[config.mk]
export PLATFORM = sky130hd
export DESIGN_NAME = axi_wr_stats_top
export DESIGN_NICKNAME = d
export VERILOG_FILES = /design/src/source/axi_stats_pkg.sv /design/src/source/stat_minmax.sv /design/src/source/aw_stats.sv /design/src/source/w_stats.sv /design/src/source/depth_tracker.sv /design/src/source/stat_reader.sv /design/src/source/axi_wr_stats_top.sv
export SDC_FILE = /design/constraint.sdc
export NUM_CORES = 1
export LEC_CHECK = 0
export BUFFER_PORTS_ARGS = -buffer_cell sky130_fd_sc_hd__clkbuf_2
export CAP_MARGIN = 10
export CORE_UTILIZATION = 50
export DETAILED_ROUTE_END_ITERATION = 10
export GPL_TIMING_DRIVEN = 0
export HOLD_SLACK_MARGIN = 0.03
export PLACE_DENSITY = 0.64
export SLEW_MARGIN = 20
export SYNTH_ARGS = -nofsm -noshare
export SYNTH_HDL_FRONTEND = slang
export SYNTH_SLANG_ARGS = --single-unit
[constraint.sdc]
create_clock -name clk -period 4.1 [get_ports clk]
set_input_delay 0.41 -clock clk [delete_from_list [all_inputs] [get_ports clk]]
set_output_delay 0.41 -clock clk [all_outputs]
set_load 0.1 [all_outputs]
[src/source/axi_stats_pkg.sv]
package axi_stats_pkg;

  localparam int STAT_WIDTH = 32;
  localparam int STAT_COUNT = 13;

  typedef logic [STAT_WIDTH-1:0] stat_t;

  // readout order follows the id value
  typedef enum logic [7:0] {
    AW_BURST_CNT = 8'd0,
    AW_DEPTH_MAX = 8'd1,
    AW_LEN_MIN   = 8'd2,
    AW_LEN_MAX   = 8'd3,
    AW_BYTES_SUM = 8'd4,
    AW_BYTES_MIN = 8'd5,
    AW_BYTES_MAX = 8'd6,
    W_BURST_CNT  = 8'd7,
    W_DEPTH_MAX  = 8'd8,
    W_BEAT_CNT   = 8'd9,
    W_BYTES_SUM  = 8'd10,
    W_BYTES_MIN  = 8'd11,
    W_BYTES_MAX  = 8'd12
  } stat_id_t;

  typedef struct packed {
    logic       valid;
    logic       ready;
    logic [7:0] len;
    logic [2:0] size;
  } aw_chan_t;

  // strobe is carried on its own port, its width is a parameter
  typedef struct packed {
    logic valid;
    logic ready;
    logic last;
  } w_chan_t;

  typedef struct packed {
    logic valid;
    logic ready;
  } b_chan_t;

  typedef struct packed {
    stat_t burst_cnt;
    stat_t len_min;
    stat_t len_max;
    stat_t bytes_sum;
    stat_t bytes_min;
    stat_t bytes_max;
  } aw_result_t;

  typedef struct packed {
    stat_t burst_cnt;
    stat_t beat_cnt;
    stat_t bytes_sum;
    stat_t bytes_min;
    stat_t bytes_max;
  } w_result_t;

  typedef struct packed {
    stat_t aw_depth_max;
    stat_t w_depth_max;
  } depth_result_t;

  typedef struct packed {
    stat_id_t id;
    stat_t    val;
    logic     last;
  } stat_item_t;

endpackage

[src/source/stat_minmax.sv]
`timescale 1ns/1ps

module stat_minmax import axi_stats_pkg::*; #(
  parameter int WIDTH = 8
) (
  input  logic             clk,
  input  logic             rst_n,
  input  logic             clear,
  input  logic             en,
  input  logic [WIDTH-1:0] val,
  output logic [WIDTH-1:0] min,
  output logic [WIDTH-1:0] max,
  output stat_t            sum
);

  // set once the first sample has been folded in
  logic seen;

  always_ff @(posedge clk) begin
    if (!rst_n || clear) begin
      min  <= '1;
      max  <= '0;
      sum  <= '0;
      seen <= 1'b0;
    end else if (en) begin
      if (val < min) begin
        min <= val;
      end
      if (val > max) begin
        max <= val;
      end
      // wraps at the stat width
      sum  <= sum + STAT_WIDTH'(val);
      seen <= 1'b1;
    end
  end

  // running extremes stay ordered over any sample sequence
  a_min_le_max: assert property (
    @(posedge clk) disable iff (!rst_n)
    seen |-> (min <= max)
  );

endmodule

[src/source/aw_stats.sv]
`timescale 1ns/1ps

module aw_stats import axi_stats_pkg::*; (
  input  logic       clk,
  input  logic       rst_n,
  input  logic       clear,
  input  aw_chan_t   aw,
  output aw_result_t result
);

  logic       aw_hs;
  stat_t      burst_cnt;
  stat_t      bytes;
  logic [7:0] len_min;
  logic [7:0] len_max;
  stat_t      bytes_min;
  stat_t      bytes_max;
  stat_t      bytes_sum;

  assign aw_hs = aw.valid && aw.ready;

  // bytes in the burst are beats times bytes per beat
  assign bytes = (STAT_WIDTH'(aw.len) + stat_t'(1)) << aw.size;

  always_ff @(posedge clk) begin
    if (!rst_n || clear) begin
      burst_cnt <= '0;
    end else if (aw_hs) begin
      burst_cnt <= burst_cnt + stat_t'(1);
    end
  end

  stat_minmax #(
    .WIDTH(8)
  ) u_len (
    .clk  (clk),
    .rst_n(rst_n),
    .clear(clear),
    .en   (aw_hs),
    .val  (aw.len),
    .min  (len_min),
    .max  (len_max),
    .sum  ()
  );

  stat_minmax #(
    .WIDTH(STAT_WIDTH)
  ) u_bytes (
    .clk  (clk),
    .rst_n(rst_n),
    .clear(clear),
    .en   (aw_hs),
    .val  (bytes),
    .min  (bytes_min),
    .max  (bytes_max),
    .sum  (bytes_sum)
  );

  assign result.burst_cnt = burst_cnt;
  assign result.len_min   = STAT_WIDTH'(len_min);
  assign result.len_max   = STAT_WIDTH'(len_max);
  assign result.bytes_sum = bytes_sum;
  assign result.bytes_min = bytes_min;
  assign result.bytes_max = bytes_max;

endmodule

[src/source/w_stats.sv]
`timescale 1ns/1ps

module w_stats import axi_stats_pkg::*; #(
  parameter int STRB_WIDTH = 4
) (
  input  logic                  clk,
  input  logic                  rst_n,
  input  logic                  clear,
  input  w_chan_t               w,
  input  logic [STRB_WIDTH-1:0] strb,
  output w_result_t             result
);

  // wide enough to hold a full strobe count
  localparam int CNT_WIDTH = $clog2(STRB_WIDTH + 1);

  logic                 w_hs;
  logic [CNT_WIDTH-1:0] ones;
  logic [CNT_WIDTH-1:0] bytes_min;
  logic [CNT_WIDTH-1:0] bytes_max;
  stat_t                bytes_sum;
  stat_t                beat_cnt;
  stat_t                burst_cnt;

  assign w_hs = w.valid && w.ready;

  // population count of the strobe
  always_comb begin
    ones = '0;
    for (int i = 0; i < STRB_WIDTH; i++) begin
      ones = ones + CNT_WIDTH'(strb[i]);
    end
  end

  always_ff @(posedge clk) begin
    if (!rst_n || clear) begin
      beat_cnt  <= '0;
      burst_cnt <= '0;
    end else if (w_hs) begin
      beat_cnt <= beat_cnt + stat_t'(1);
      if (w.last) begin
        burst_cnt <= burst_cnt + stat_t'(1);
      end
    end
  end

  stat_minmax #(
    .WIDTH(CNT_WIDTH)
  ) u_bytes (
    .clk  (clk),
    .rst_n(rst_n),
    .clear(clear),
    .en   (w_hs),
    .val  (ones),
    .min  (bytes_min),
    .max  (bytes_max),
    .sum  (bytes_sum)
  );

  assign result.burst_cnt = burst_cnt;
  assign result.beat_cnt  = beat_cnt;
  assign result.bytes_sum = bytes_sum;
  assign result.bytes_min = STAT_WIDTH'(bytes_min);
  assign result.bytes_max = STAT_WIDTH'(bytes_max);

endmodule

[src/source/depth_tracker.sv]
`timescale 1ns/1ps

module depth_tracker import axi_stats_pkg::*; (
  input  logic          clk,
  input  logic          rst_n,
  input  logic          clear,
  input  aw_chan_t      aw,
  input  w_chan_t       w,
  input  b_chan_t       b,
  output depth_result_t result
);

  logic  aw_hs;
  logic  w_last_hs;
  logic  b_hs;
  stat_t aw_cnt;
  stat_t w_cnt;
  stat_t aw_peak;
  stat_t w_peak;

  assign aw_hs     = aw.valid && aw.ready;
  assign w_last_hs = w.valid && w.ready && w.last;
  assign b_hs      = b.valid && b.ready;

  // aw outstanding runs from address accept to response,
  // w outstanding from the last data beat to response
  always_ff @(posedge clk) begin
    if (!rst_n || clear) begin
      aw_cnt  <= '0;
      w_cnt   <= '0;
      aw_peak <= '0;
      w_peak  <= '0;
    end else begin
      aw_cnt <= aw_cnt + stat_t'(aw_hs) - stat_t'(b_hs);
      w_cnt  <= w_cnt + stat_t'(w_last_hs) - stat_t'(b_hs);
      // peaks follow the registered counts a cycle late
      if (aw_cnt > aw_peak) begin
        aw_peak <= aw_cnt;
      end
      if (w_cnt > w_peak) begin
        w_peak <= w_cnt;
      end
    end
  end

  assign result.aw_depth_max = aw_peak;
  assign result.w_depth_max  = w_peak;

  // a response needs both an accepted address and a completed data burst
  a_b_needs_aw: assert property (
    @(posedge clk) disable iff (!rst_n)
    b_hs |-> (aw_cnt != '0)
  );

  a_b_needs_w: assert property (
    @(posedge clk) disable iff (!rst_n)
    b_hs |-> (w_cnt != '0)
  );

endmodule

[src/source/stat_reader.sv]
`timescale 1ns/1ps

module stat_reader import axi_stats_pkg::*; (
  input  logic          clk,
  input  logic          rst_n,
  input  logic          start,
  input  aw_result_t    aw_res,
  input  w_result_t     w_res,
  input  depth_result_t depth_res,
  output stat_item_t    item,
  output logic          item_valid,
  input  logic          item_ready
);

  localparam stat_id_t LAST_ID = stat_id_t'(STAT_COUNT - 1);

  typedef enum logic {
    ST_IDLE,
    ST_ITER
  } state_t;

  state_t   state;
  stat_id_t idx;
  stat_t    sel_val;
  logic     load;

  // output register is empty or being drained this cycle
  assign load = (state == ST_ITER) && (!item_valid || item_ready);

  always_comb begin
    case (idx)
      AW_BURST_CNT: sel_val = aw_res.burst_cnt;
      AW_DEPTH_MAX: sel_val = depth_res.aw_depth_max;
      AW_LEN_MIN:   sel_val = aw_res.len_min;
      AW_LEN_MAX:   sel_val = aw_res.len_max;
      AW_BYTES_SUM: sel_val = aw_res.bytes_sum;
      AW_BYTES_MIN: sel_val = aw_res.bytes_min;
      AW_BYTES_MAX: sel_val = aw_res.bytes_max;
      W_BURST_CNT:  sel_val = w_res.burst_cnt;
      W_DEPTH_MAX:  sel_val = depth_res.w_depth_max;
      W_BEAT_CNT:   sel_val = w_res.beat_cnt;
      W_BYTES_SUM:  sel_val = w_res.bytes_sum;
      W_BYTES_MIN:  sel_val = w_res.bytes_min;
      W_BYTES_MAX:  sel_val = w_res.bytes_max;
      default:      sel_val = '0;
    endcase
  end

  always_ff @(posedge clk) begin
    if (!rst_n) begin
      state      <= ST_IDLE;
      idx        <= AW_BURST_CNT;
      item_valid <= 1'b0;
    end else begin
      case (state)
        ST_IDLE: begin
          if (start) begin
            state <= ST_ITER;
            idx   <= AW_BURST_CNT;
          end
        end
        ST_ITER: begin
          if (load) begin
            idx <= stat_id_t'(idx + 8'd1);
            if (idx == LAST_ID) begin
              state <= ST_IDLE;
            end
          end
        end
        default: state <= ST_IDLE;
      endcase

      if (load) begin
        item_valid <= 1'b1;
      end else if (item_ready) begin
        item_valid <= 1'b0;
      end
    end
  end

  // value is sampled when the item is loaded, not when consumed
  always_ff @(posedge clk) begin
    if (load) begin
      item.id   <= idx;
      item.val  <= sel_val;
      item.last <= (idx == LAST_ID);
    end
  end

  a_item_hold: assert property (
    @(posedge clk) disable iff (!rst_n)
    (item_valid && !item_ready) |=> (item_valid && $stable(item))
  );

endmodule

[src/source/axi_wr_stats_top.sv]
`timescale 1ns/1ps

module axi_wr_stats_top import axi_stats_pkg::*; #(
  parameter int STRB_WIDTH = 4
) (
  input  logic                  clk,
  input  logic                  rst_n,
  input  logic                  clear,
  input  logic                  start,
  input  aw_chan_t              aw,
  input  w_chan_t               w,
  input  logic [STRB_WIDTH-1:0] strb,
  input  b_chan_t               b,
  output stat_item_t            item,
  output logic                  item_valid,
  input  logic                  item_ready
);

  aw_result_t    aw_res;
  w_result_t     w_res;
  depth_result_t depth_res;

  aw_stats u_aw_stats (
    .clk   (clk),
    .rst_n (rst_n),
    .clear (clear),
    .aw    (aw),
    .result(aw_res)
  );

  w_stats #(
    .STRB_WIDTH(STRB_WIDTH)
  ) u_w_stats (
    .clk   (clk),
    .rst_n (rst_n),
    .clear (clear),
    .w     (w),
    .strb  (strb),
    .result(w_res)
  );

  depth_tracker u_depth (
    .clk   (clk),
    .rst_n (rst_n),
    .clear (clear),
    .aw    (aw),
    .w     (w),
    .b     (b),
    .result(depth_res)
  );

  // readout is not affected by clear, only the values it samples
  stat_reader u_reader (
    .clk       (clk),
    .rst_n     (rst_n),
    .start     (start),
    .aw_res    (aw_res),
    .w_res     (w_res),
    .depth_res (depth_res),
    .item      (item),
    .item_valid(item_valid),
    .item_ready(item_ready)
  );

endmodule

==> summary.txt, run 1 <==
Timing
  • Final setup viols: 0
  • Post-Route Setup TNS: 0 ns
  • Final hold vios: 0
  • RSZ-0062 raised after global routing: true
  • Slew HR: 0.2441
  • Fmax: about 0.25 GHz
  • Worst Hold Slack: 0.1508 ns
  • Post-Route Skew: between 0.01 and 0.015 ns
  • Final min period: around 4 ns
  • Tcrit/Tclk final: 0.9737
  • Final setup margin: approximately 0.11 ns
  • Fin. max-slew vios: 0
  • Actual slew at the worst max-slew pin: 1.134 ns

Die
  • Die width: between 200 and 250 µm
  • Chip height: approximately 220 µm
  • Initial Util: 0.5082
  • # rows: between 70 and 80
  • IO Pins: around 70
  • Core area: 45480 µm²
  • Die area: ~47000 µm²

Place
  • Final GP Congestion: about 0.97
  • Pre-CTS WS: -1.199 ns
  • Dpl hpwl: between 50000 and 60000 µm
  • IO buf count: 68

Synthesis
  • Top post-synthesis cells by area: dfxtp_1, ha_1, edfxtp_1
  • Yosys reg bits: approximately 390
  • Sequential fraction of the synthesis area: 0.3590
  • Ys Warns: 0
  • Post-synthesis net count: 2953
  • Mapped cell area: 23110 µm²
  • Top cell type's share of synthesized area: 0.3058
  • Post-synth EDFFs: slightly above 40
  • Prevailing post-synth register cell: dfxtp_1
  • Async SR Flop Fraction: 0
  • Count of cell types in the netlist: 74
  • Leading area contributor after synthesis: dfxtp_1
  • Synth Instances: 2714
  • Mean area per synthesized cell: between 8 and 9 µm²

Global routing
  • Total grt overflow: 0
  • First-pass GRT wire length: roughly 110000 µm
  • Initial antenna violation count: 1
  • All-Layer GR Usage: 0.2877
  • Pin count of the biggest net entering global routing: 30
  • Number of global-route vias before repair: between 15000 and 20000

Cells and area
  • Filler cell count: ~4200
  • Fraction of layout cells with a size suffix above 1: 0.07317
  • Most frequent cells in the layout: dfxtp_1, nor2_1, inv_1
  • Commonest non-fill, non-tap cell in the layout: dfxtp_1
  • Final nets: approximately 3100
  • P&R area growth vs syn: 12.51%

Critical path
  • Largest delay share family, worst path: compound AO/OA/AOI/OAI gates
  • Worst path depth: 18
  • R2R depth: 8
  • Crit path launch type: input pin
  • Critical Path AT: 4.49 ns
  • CP Buf/Inv Count: 2
  • Slowest stage delay, CP: between 0.4 and 0.5 ns
  • Critical path type: input pin to flop
  • Worst-path cell chain: clkbuf_2 -> ha_1 -> and2_1 -> clkbuf_1 -> a311oi_1 -> a211oi_1 -> mux2i_2 -> o22ai_2 -> ha_1 -> nor2_1 -> o2bb2ai_1 -> nand2b_1 -> nand2_1 -> o21ai_0 -> a311oi_4 -> nor2_2 -> or3_1 -> a21oi_1
  • Critical Path RT: 4.60 ns
  • R2R Setup Slk: 0.62 ns
  • CP max FO: 8
  • Kind of end point of the critical path: flop
  • Critical path's slowest cell: o22ai_2
  • Most used cell, CP: ha_1

Power
  • Power Density: roughly 610 nW/µm²
  • Leak: around 11 nW
  • Max VDD drop: between 0.0005 and 0.0006 V

Clock tree
  • H-tree levels: 2
  • Clock buffer depth: 3
  • Sink Count: slightly below 400
  • Clk pin slew, worst setup/hold paths: ~0.060 ns
  • CTS Root Cell: clkbuf_16
  • CTS tree: done
  • Clk Latency, worst-skew pair: around 0.58 ns
  • Hold-fix buffer count after cts: 0
  • Number of CTS-inserted buffers: 46

Route
  • Initial drt markers: about 1700
  • Aggregate routed wire length: 68180 µm
  • Via count: between 20000 and 25000
  • DRC Markers: 0
  • Routed len/inst: 19.64 µm
  • Vias per cell: 5.874
  • 1st-pass router iterations: 6
  • DRT antenna net count: 0

Min path
  • Worst min path class: input pin to flop
  • Hold-critical path depth: 3

Job
  • MaxCap Viol Count: 0

Outcome
  • Status: finished clean
## flip-flops by register name, summed over array words and instances, names as in the netlist
register and flops:
u_w_stats.u_bytes.sum 32, u_aw_stats.burst_cnt 32, u_depth.aw_cnt 32, u_depth.w_peak 32, u_depth.aw_peak 32, u_reader.state 1
u_aw_stats.u_len.min 8, u_w_stats.u_bytes.min 3, u_aw_stats.u_bytes.min 17, u_depth.w_cnt 32, u_reader.item 41, u_aw_stats.u_bytes.sum 32
u_reader.idx 8, u_aw_stats.u_len.max 8, u_w_stats.burst_cnt 32, u_w_stats.u_bytes.max 3, u_aw_stats.u_bytes.max 16, u_w_stats.beat_cnt 32
u_reader.item_valid 1
## Yosys cell counts, types with 54 or more instances
master and number:
a21o_1 63, a21oi_1 147, a22oi_1 54, clkbuf_1 97, dfxtp_1 353, ha_1 207, inv_1 223, mux2i_1 87
nand2_1 195, nand3_1 126, nor2_1 308, o21ai_0 93, xnor2_1 67, xor2_1 113
## final timing paths
| path | startpoint | end |
|---|---|---|
| worst min register to register | u_reader.idx[3] | u_reader.item[36] |
| worst max register to register | u_reader.idx[4] | u_reader.item[27] |
| worst min-delay path | item_ready | u_reader.item_valid |
| worst max-delay path | aw[4] | u_aw_stats.u_bytes.sum[28] |
## where the power goes
part | internal [mW] | switching (mW) | leakage, nW
Combinational | 2.81 | 4.23 | 6.62
Clock | 2.64 | 1.71 | 0.782
Sequential | 4.24 | 0.322 | 3.26
## worst register-to-register path, delay by kind of cell (launching register included)
family | cells | cell delay, ns
buffers and inverters | 3 | 1.44
and+or+nand+nor | 4 | 1.27
DFF | 1 | 0.34
AOI/OAI and AO/OA | 1 | 0.28
## layer usage
metal,global-route usage,vias up,wire (µm)
li1,-,9883,-
met2,0.4654,561,30830
met3,0.03704,134,3754
met4,0.1148,0,2641
met1,0.3879,9810,30950
met5,0,-,0
## area by class of cell
type                       instances  area [µm²]  share of cell area
timing repair buffer              73       390.4             0.01501
antenna                            1       2.502          0.00009624
tap                              600       750.7             0.02887
inverter                         225       844.6             0.03248
clock inverter                    22       271.5             0.01044
clock buffer                      62        1324             0.05091
multi-input combinational       1978       13660              0.5252
sequential                       394        8298              0.3191
buffer                           116       465.4             0.01790
## per-stage QoR
step | cell area [µm²] | cells | util | power (mW)
global route | 26000 | 3470 | 0.5717 | 17.02
floorplan | 23110 | 2714 | - | 9.966
CTS | 25850 | 3467 | 0.5683 | 15.88
global placement | 24200 | 3382 | 0.5322 | 11.31
finish | 26000 | 3471 | 0.5718 | 15.95
detailed placement | 24230 | 3383 | 0.5327 | 11.48
## cell families after synthesis
kind of cell / Yosys count / synth area share
AO/OA/AOI/OAI: 602 / 0.1792
XOR/XNOR: 180 / 0.06821
adder cells (fa/ha/maj): 213 / 0.1169
buffers and inverters: 342 / 0.05620
flip-flops: 394 / 0.3590
multiplexers: 87 / 0.03768
AND/OR/NAND/NOR: 896 / 0.1828
## repair_timing
item | in CTS | in global routing
resized for setup | 8 | 28
cloned | 0 | 0
setup buffers | 0 | 4
setup endpoints to repair | 30 | 47
pin swaps | 0 | 3
Note: power is estimated with default switching activity, not from simulation.
==> inputs of run 2 (changes only) <==
Clock period 4.1 ns to 4.6 ns, I/O delays scaled along.
==> run 2 against run 1 <==
  * Core utilization is 0.36 points lower
  * Clock skew grew 0.0013 ns
  * Setup slack better by 0.19 ns
  * Critical path depth grew 1
  * Clock power fell by 11%
  * Routed wire length decreased by 0.42%
  * Combinational power shrank 12%
  * First-iteration DRC count fell by 3.5%
  * Worst hold slack better by 0.048 ns
  * Sequential share of layout area is 0.20 points higher
  * Via count down 0.60%
  * Total power fell by 11%
  * Critical path type unchanged
  * Critical endpoint unchanged
  * Highest routed layer unchanged
==> summary.txt, run 2 (synthesized netlist as in run 1, its figures left out) <==
Clock tree
  • CTS tree: done (unchanged)
  • Sink Count: 394 (unchanged)
  • # resized after CTS: 1 (was 8)
  • Clk Latency, worst-skew pair: 0.59 ns (was 0.58 ns)
  • CTS Root Cell: clkbuf_16 (unchanged)
  • Hold-fix buffer count after cts: 0 (unchanged)
  • Clock buffer depth: 3 (unchanged)
  • Number of CTS-inserted buffers: 46 (unchanged)
  • H-tree levels: 2 (unchanged)
  • Post-CTS setup buffers: 0 (unchanged)
  • Clk pin slew, worst setup/hold paths: 0.06 ns (about the same)

Min path
  • Worst hold endpoint: u_reader.item_valid (unchanged)
  • Hold-critical path depth: 3 (unchanged)
  • Worst min path class: input pin to flop (unchanged)
  • Hold_sp: item_ready (unchanged)

Global routing
  • Pin count of the biggest net entering global routing: 30 (unchanged)
  • GR peak layer: met2 (unchanged)
  • Met2 track demand over resource: 0.4658 (was 0.4654)
  • First-pass GRT wire length: 105800 µm (was 105900 µm)
  • Met3 Resource Use GR: 0.03704 (unchanged)
  • Number of global-route vias before repair: 19210 (was 19238)
  • Met1 Use GR: 0.3882 (was 0.3879)
  • Total grt overflow: 0 (unchanged)
  • All-Layer GR Usage: 0.2877 (about the same)
  • Initial antenna violation count: 1 (unchanged)

Job
  • MaxCap Viol Count: 0 (unchanged)

Timing
  • Final hold vios: 0 (unchanged)
  • RSZ-0062 raised after global routing: false (was true)
  • Tcrit/Tclk final: 0.9345
  • Final setup viols: 0 (unchanged)
  • Slew HR: 0.2193 (was 0.2441)
  • Fmax: 0.2326 GHz
  • Final setup margin: 0.3011 ns (was 0.1080 ns)
  • Worst Hold Slack: 0.1989 ns (was 0.1508 ns)
  • Final min period: 4.299 ns
  • Post-Route Setup TNS: 0 ns (unchanged)
  • Actual slew at the worst max-slew pin: 1.171 ns (was 1.134 ns)
  • Post-Route Skew: 0.01250 ns (was 0.01120 ns)
  • Fin. max-slew vios: 0 (unchanged)

Critical path
  • Worst R2R Start: u_depth.w_cnt[0] (was u_reader.idx[4])
  • Critical path's slowest cell: a21oi_1 (was o22ai_2)
  • Crit path launch type: input pin (unchanged)
  • Kind of end point of the critical path: flop (unchanged)
  • R2R depth: 12 (was 8)
  • CP max FO: 9 (was 8)
  • Critical path type: input pin to flop (unchanged)
  • Most used cell, CP: a21o_1 (was ha_1)
  • Critical Path AT: 4.72 ns (was 4.49 ns)
  • Slowest stage delay, CP: 0.65 ns (was 0.47 ns)
  • R2R Setup Slk: 0.98 ns (was 0.62 ns)
  • Critical Path RT: 5.02 ns (was 4.60 ns)
  • FF-to-FF End: u_depth.w_cnt[30] (was u_reader.item[27])
  • Worst-path cell chain: clkbuf_2 -> buf_2 -> and2_1 -> clkbuf_1 -> nor2b_1 -> a21o_1 -> a211oi_1 -> mux2i_1 -> a21oi_1 -> ha_1 -> a21o_1 -> a21o_1 -> a21o_1 -> nor3_1 -> a21o_1 -> a311oi_4 -> nor2_2 -> or3_1 -> a21oi_1 (was clkbuf_2 -> ha_1 -> and2_1 -> clkbuf_1 -> a311oi_1 -> a211oi_1 -> mux2i_2 -> o22ai_2 -> ha_1 -> nor2_1 -> o2bb2ai_1 -> nand2b_1 -> nand2_1 -> o21ai_0 -> a311oi_4 -> nor2_2 -> or3_1 -> a21oi_1)

Place
  • Dpl hpwl: 52020 µm (unchanged)
  • Pre-CTS WS: -0.7485 ns (was -1.199 ns)
  • IO buf count: 68 (unchanged)
  • Placed Area: 24230 µm² (unchanged)
  • Placed cell count: 3383 (unchanged)
  • Final GP Congestion: 0.9735 (unchanged)

Cells and area
  • Most frequent cells in the layout: dfxtp_1, nor2_1, inv_1 (unchanged)
  • Max reg flops: 41 (unchanged)
  • Multi-input logic area: 13520 µm² (was 13660 µm²)
  • Filler cell count: 4247 (was 4220)
  • Final nets: 3070 (was 3073)
  • Commonest non-fill, non-tap cell in the layout: dfxtp_1 (unchanged)
  • Fraction of layout cells with a size suffix above 1: 0.06453 (was 0.07317)
  • Biggest register: u_reader.item (unchanged)
  • Fin area: 25840 µm² (was 26000 µm²)
  • Util after Layout: 0.5681 (was 0.5718)
  • Non-filler instance count after layout: 3468 (was 3471)
  • P&R area growth vs syn: 11.80% (was 12.51%)
  • Seq. cell area: 8298 µm² (unchanged)

Power
  • Power Density: 547.4 nW/µm² (was 613.6 nW/µm²)
  • Leak: 10.63 nW (was 10.66 nW)
  • Pwr Total: 14.14 mW (was 15.95 mW)
  • Max VDD drop: 0.0004505 V (was 0.0005045 V)

Route
  • 1st-pass router iterations: 10 (was 6)
  • Vias per cell: 5.843 (was 5.874)
  • Aggregate routed wire length: 67890 µm (was 68180 µm)
  • DRC Markers: 0 (unchanged)
  • DRT antenna net count: 0 (unchanged)
  • Via count: 20265 (was 20388)
  • Initial drt markers: 1632 (was 1691)
  • Routed len/inst: 19.58 µm (was 19.64 µm)

Die
  • Core area: 45480 µm² (unchanged)
  • Chip height: 217.0 µm (unchanged)
  • Die area: 47080 µm² (unchanged)
  • # rows: 78 (unchanged)
  • Initial Util: 0.5082 (unchanged)
  • Die width: 217.0 µm (unchanged)
  • IO Pins: 69 (unchanged)

Outcome
  • Status: finished clean (unchanged)
run 2: cell types whose count changed in the layout (fill, tap and decap cells not counted), sizes merged:
| cell | delta |
|---|---|
| buf | -3 |
run 2: area by class of cell:
class	instances	share of cell area
Multi-Input combinational cell	1978	0.5234
Antenna cell	1	0.00009685
Sequential cell	394	0.3211
Tap cell	600	0.02905
Inverter	225	0.03269
Clock buffer	62	0.05123
Clock inverter	22	0.01051
Buffer	117	0.01792
Timing Repair Buffer	69	0.01395
run 2: worst max-delay path: cells and delay by family:
family | cells | cell delay, ns
AO/OA/AOI/OAI | 9 | 2.21
AND/OR/NAND/NOR | 5 | 0.99
buffers and inverters | 3 | 0.45
adder cells (fa/ha/maj) | 1 | 0.42
multiplexers | 1 | 0.17
run 2: per-layer routing:
layer | wire [µm] | share of wire
met1 | 30650 | 0.45
met2 | 30610 | 0.45
met3 | 3997 | 0.059
met4 | 2629 | 0.039
met5 | 0 | 0
run 2: power breakdown:
part           leakage (nW)  switching (mW)  internal [mW]
registers              3.26           0.286           3.78
logic                  6.59            3.73           2.46
clock network         0.782            1.53           2.35
total                  10.6            5.55           8.60
run 2: worst max-delay path by stage:
stage,cells after the start,start,end
4_1_cts,20,aw[6],u_aw_stats.u_bytes.max[7]
2_1_floorplan,18,aw[3],u_aw_stats.u_bytes.max[10]
3_5_place_dp,15,aw[11],u_depth.aw_cnt[31]
5_1_grt,18,aw[4],u_aw_stats.u_bytes.sum[16]
6_report,19,aw[3],u_aw_stats.u_bytes.sum[28]
3_3_place_gp,17,aw[11],u_depth.aw_cnt[30]
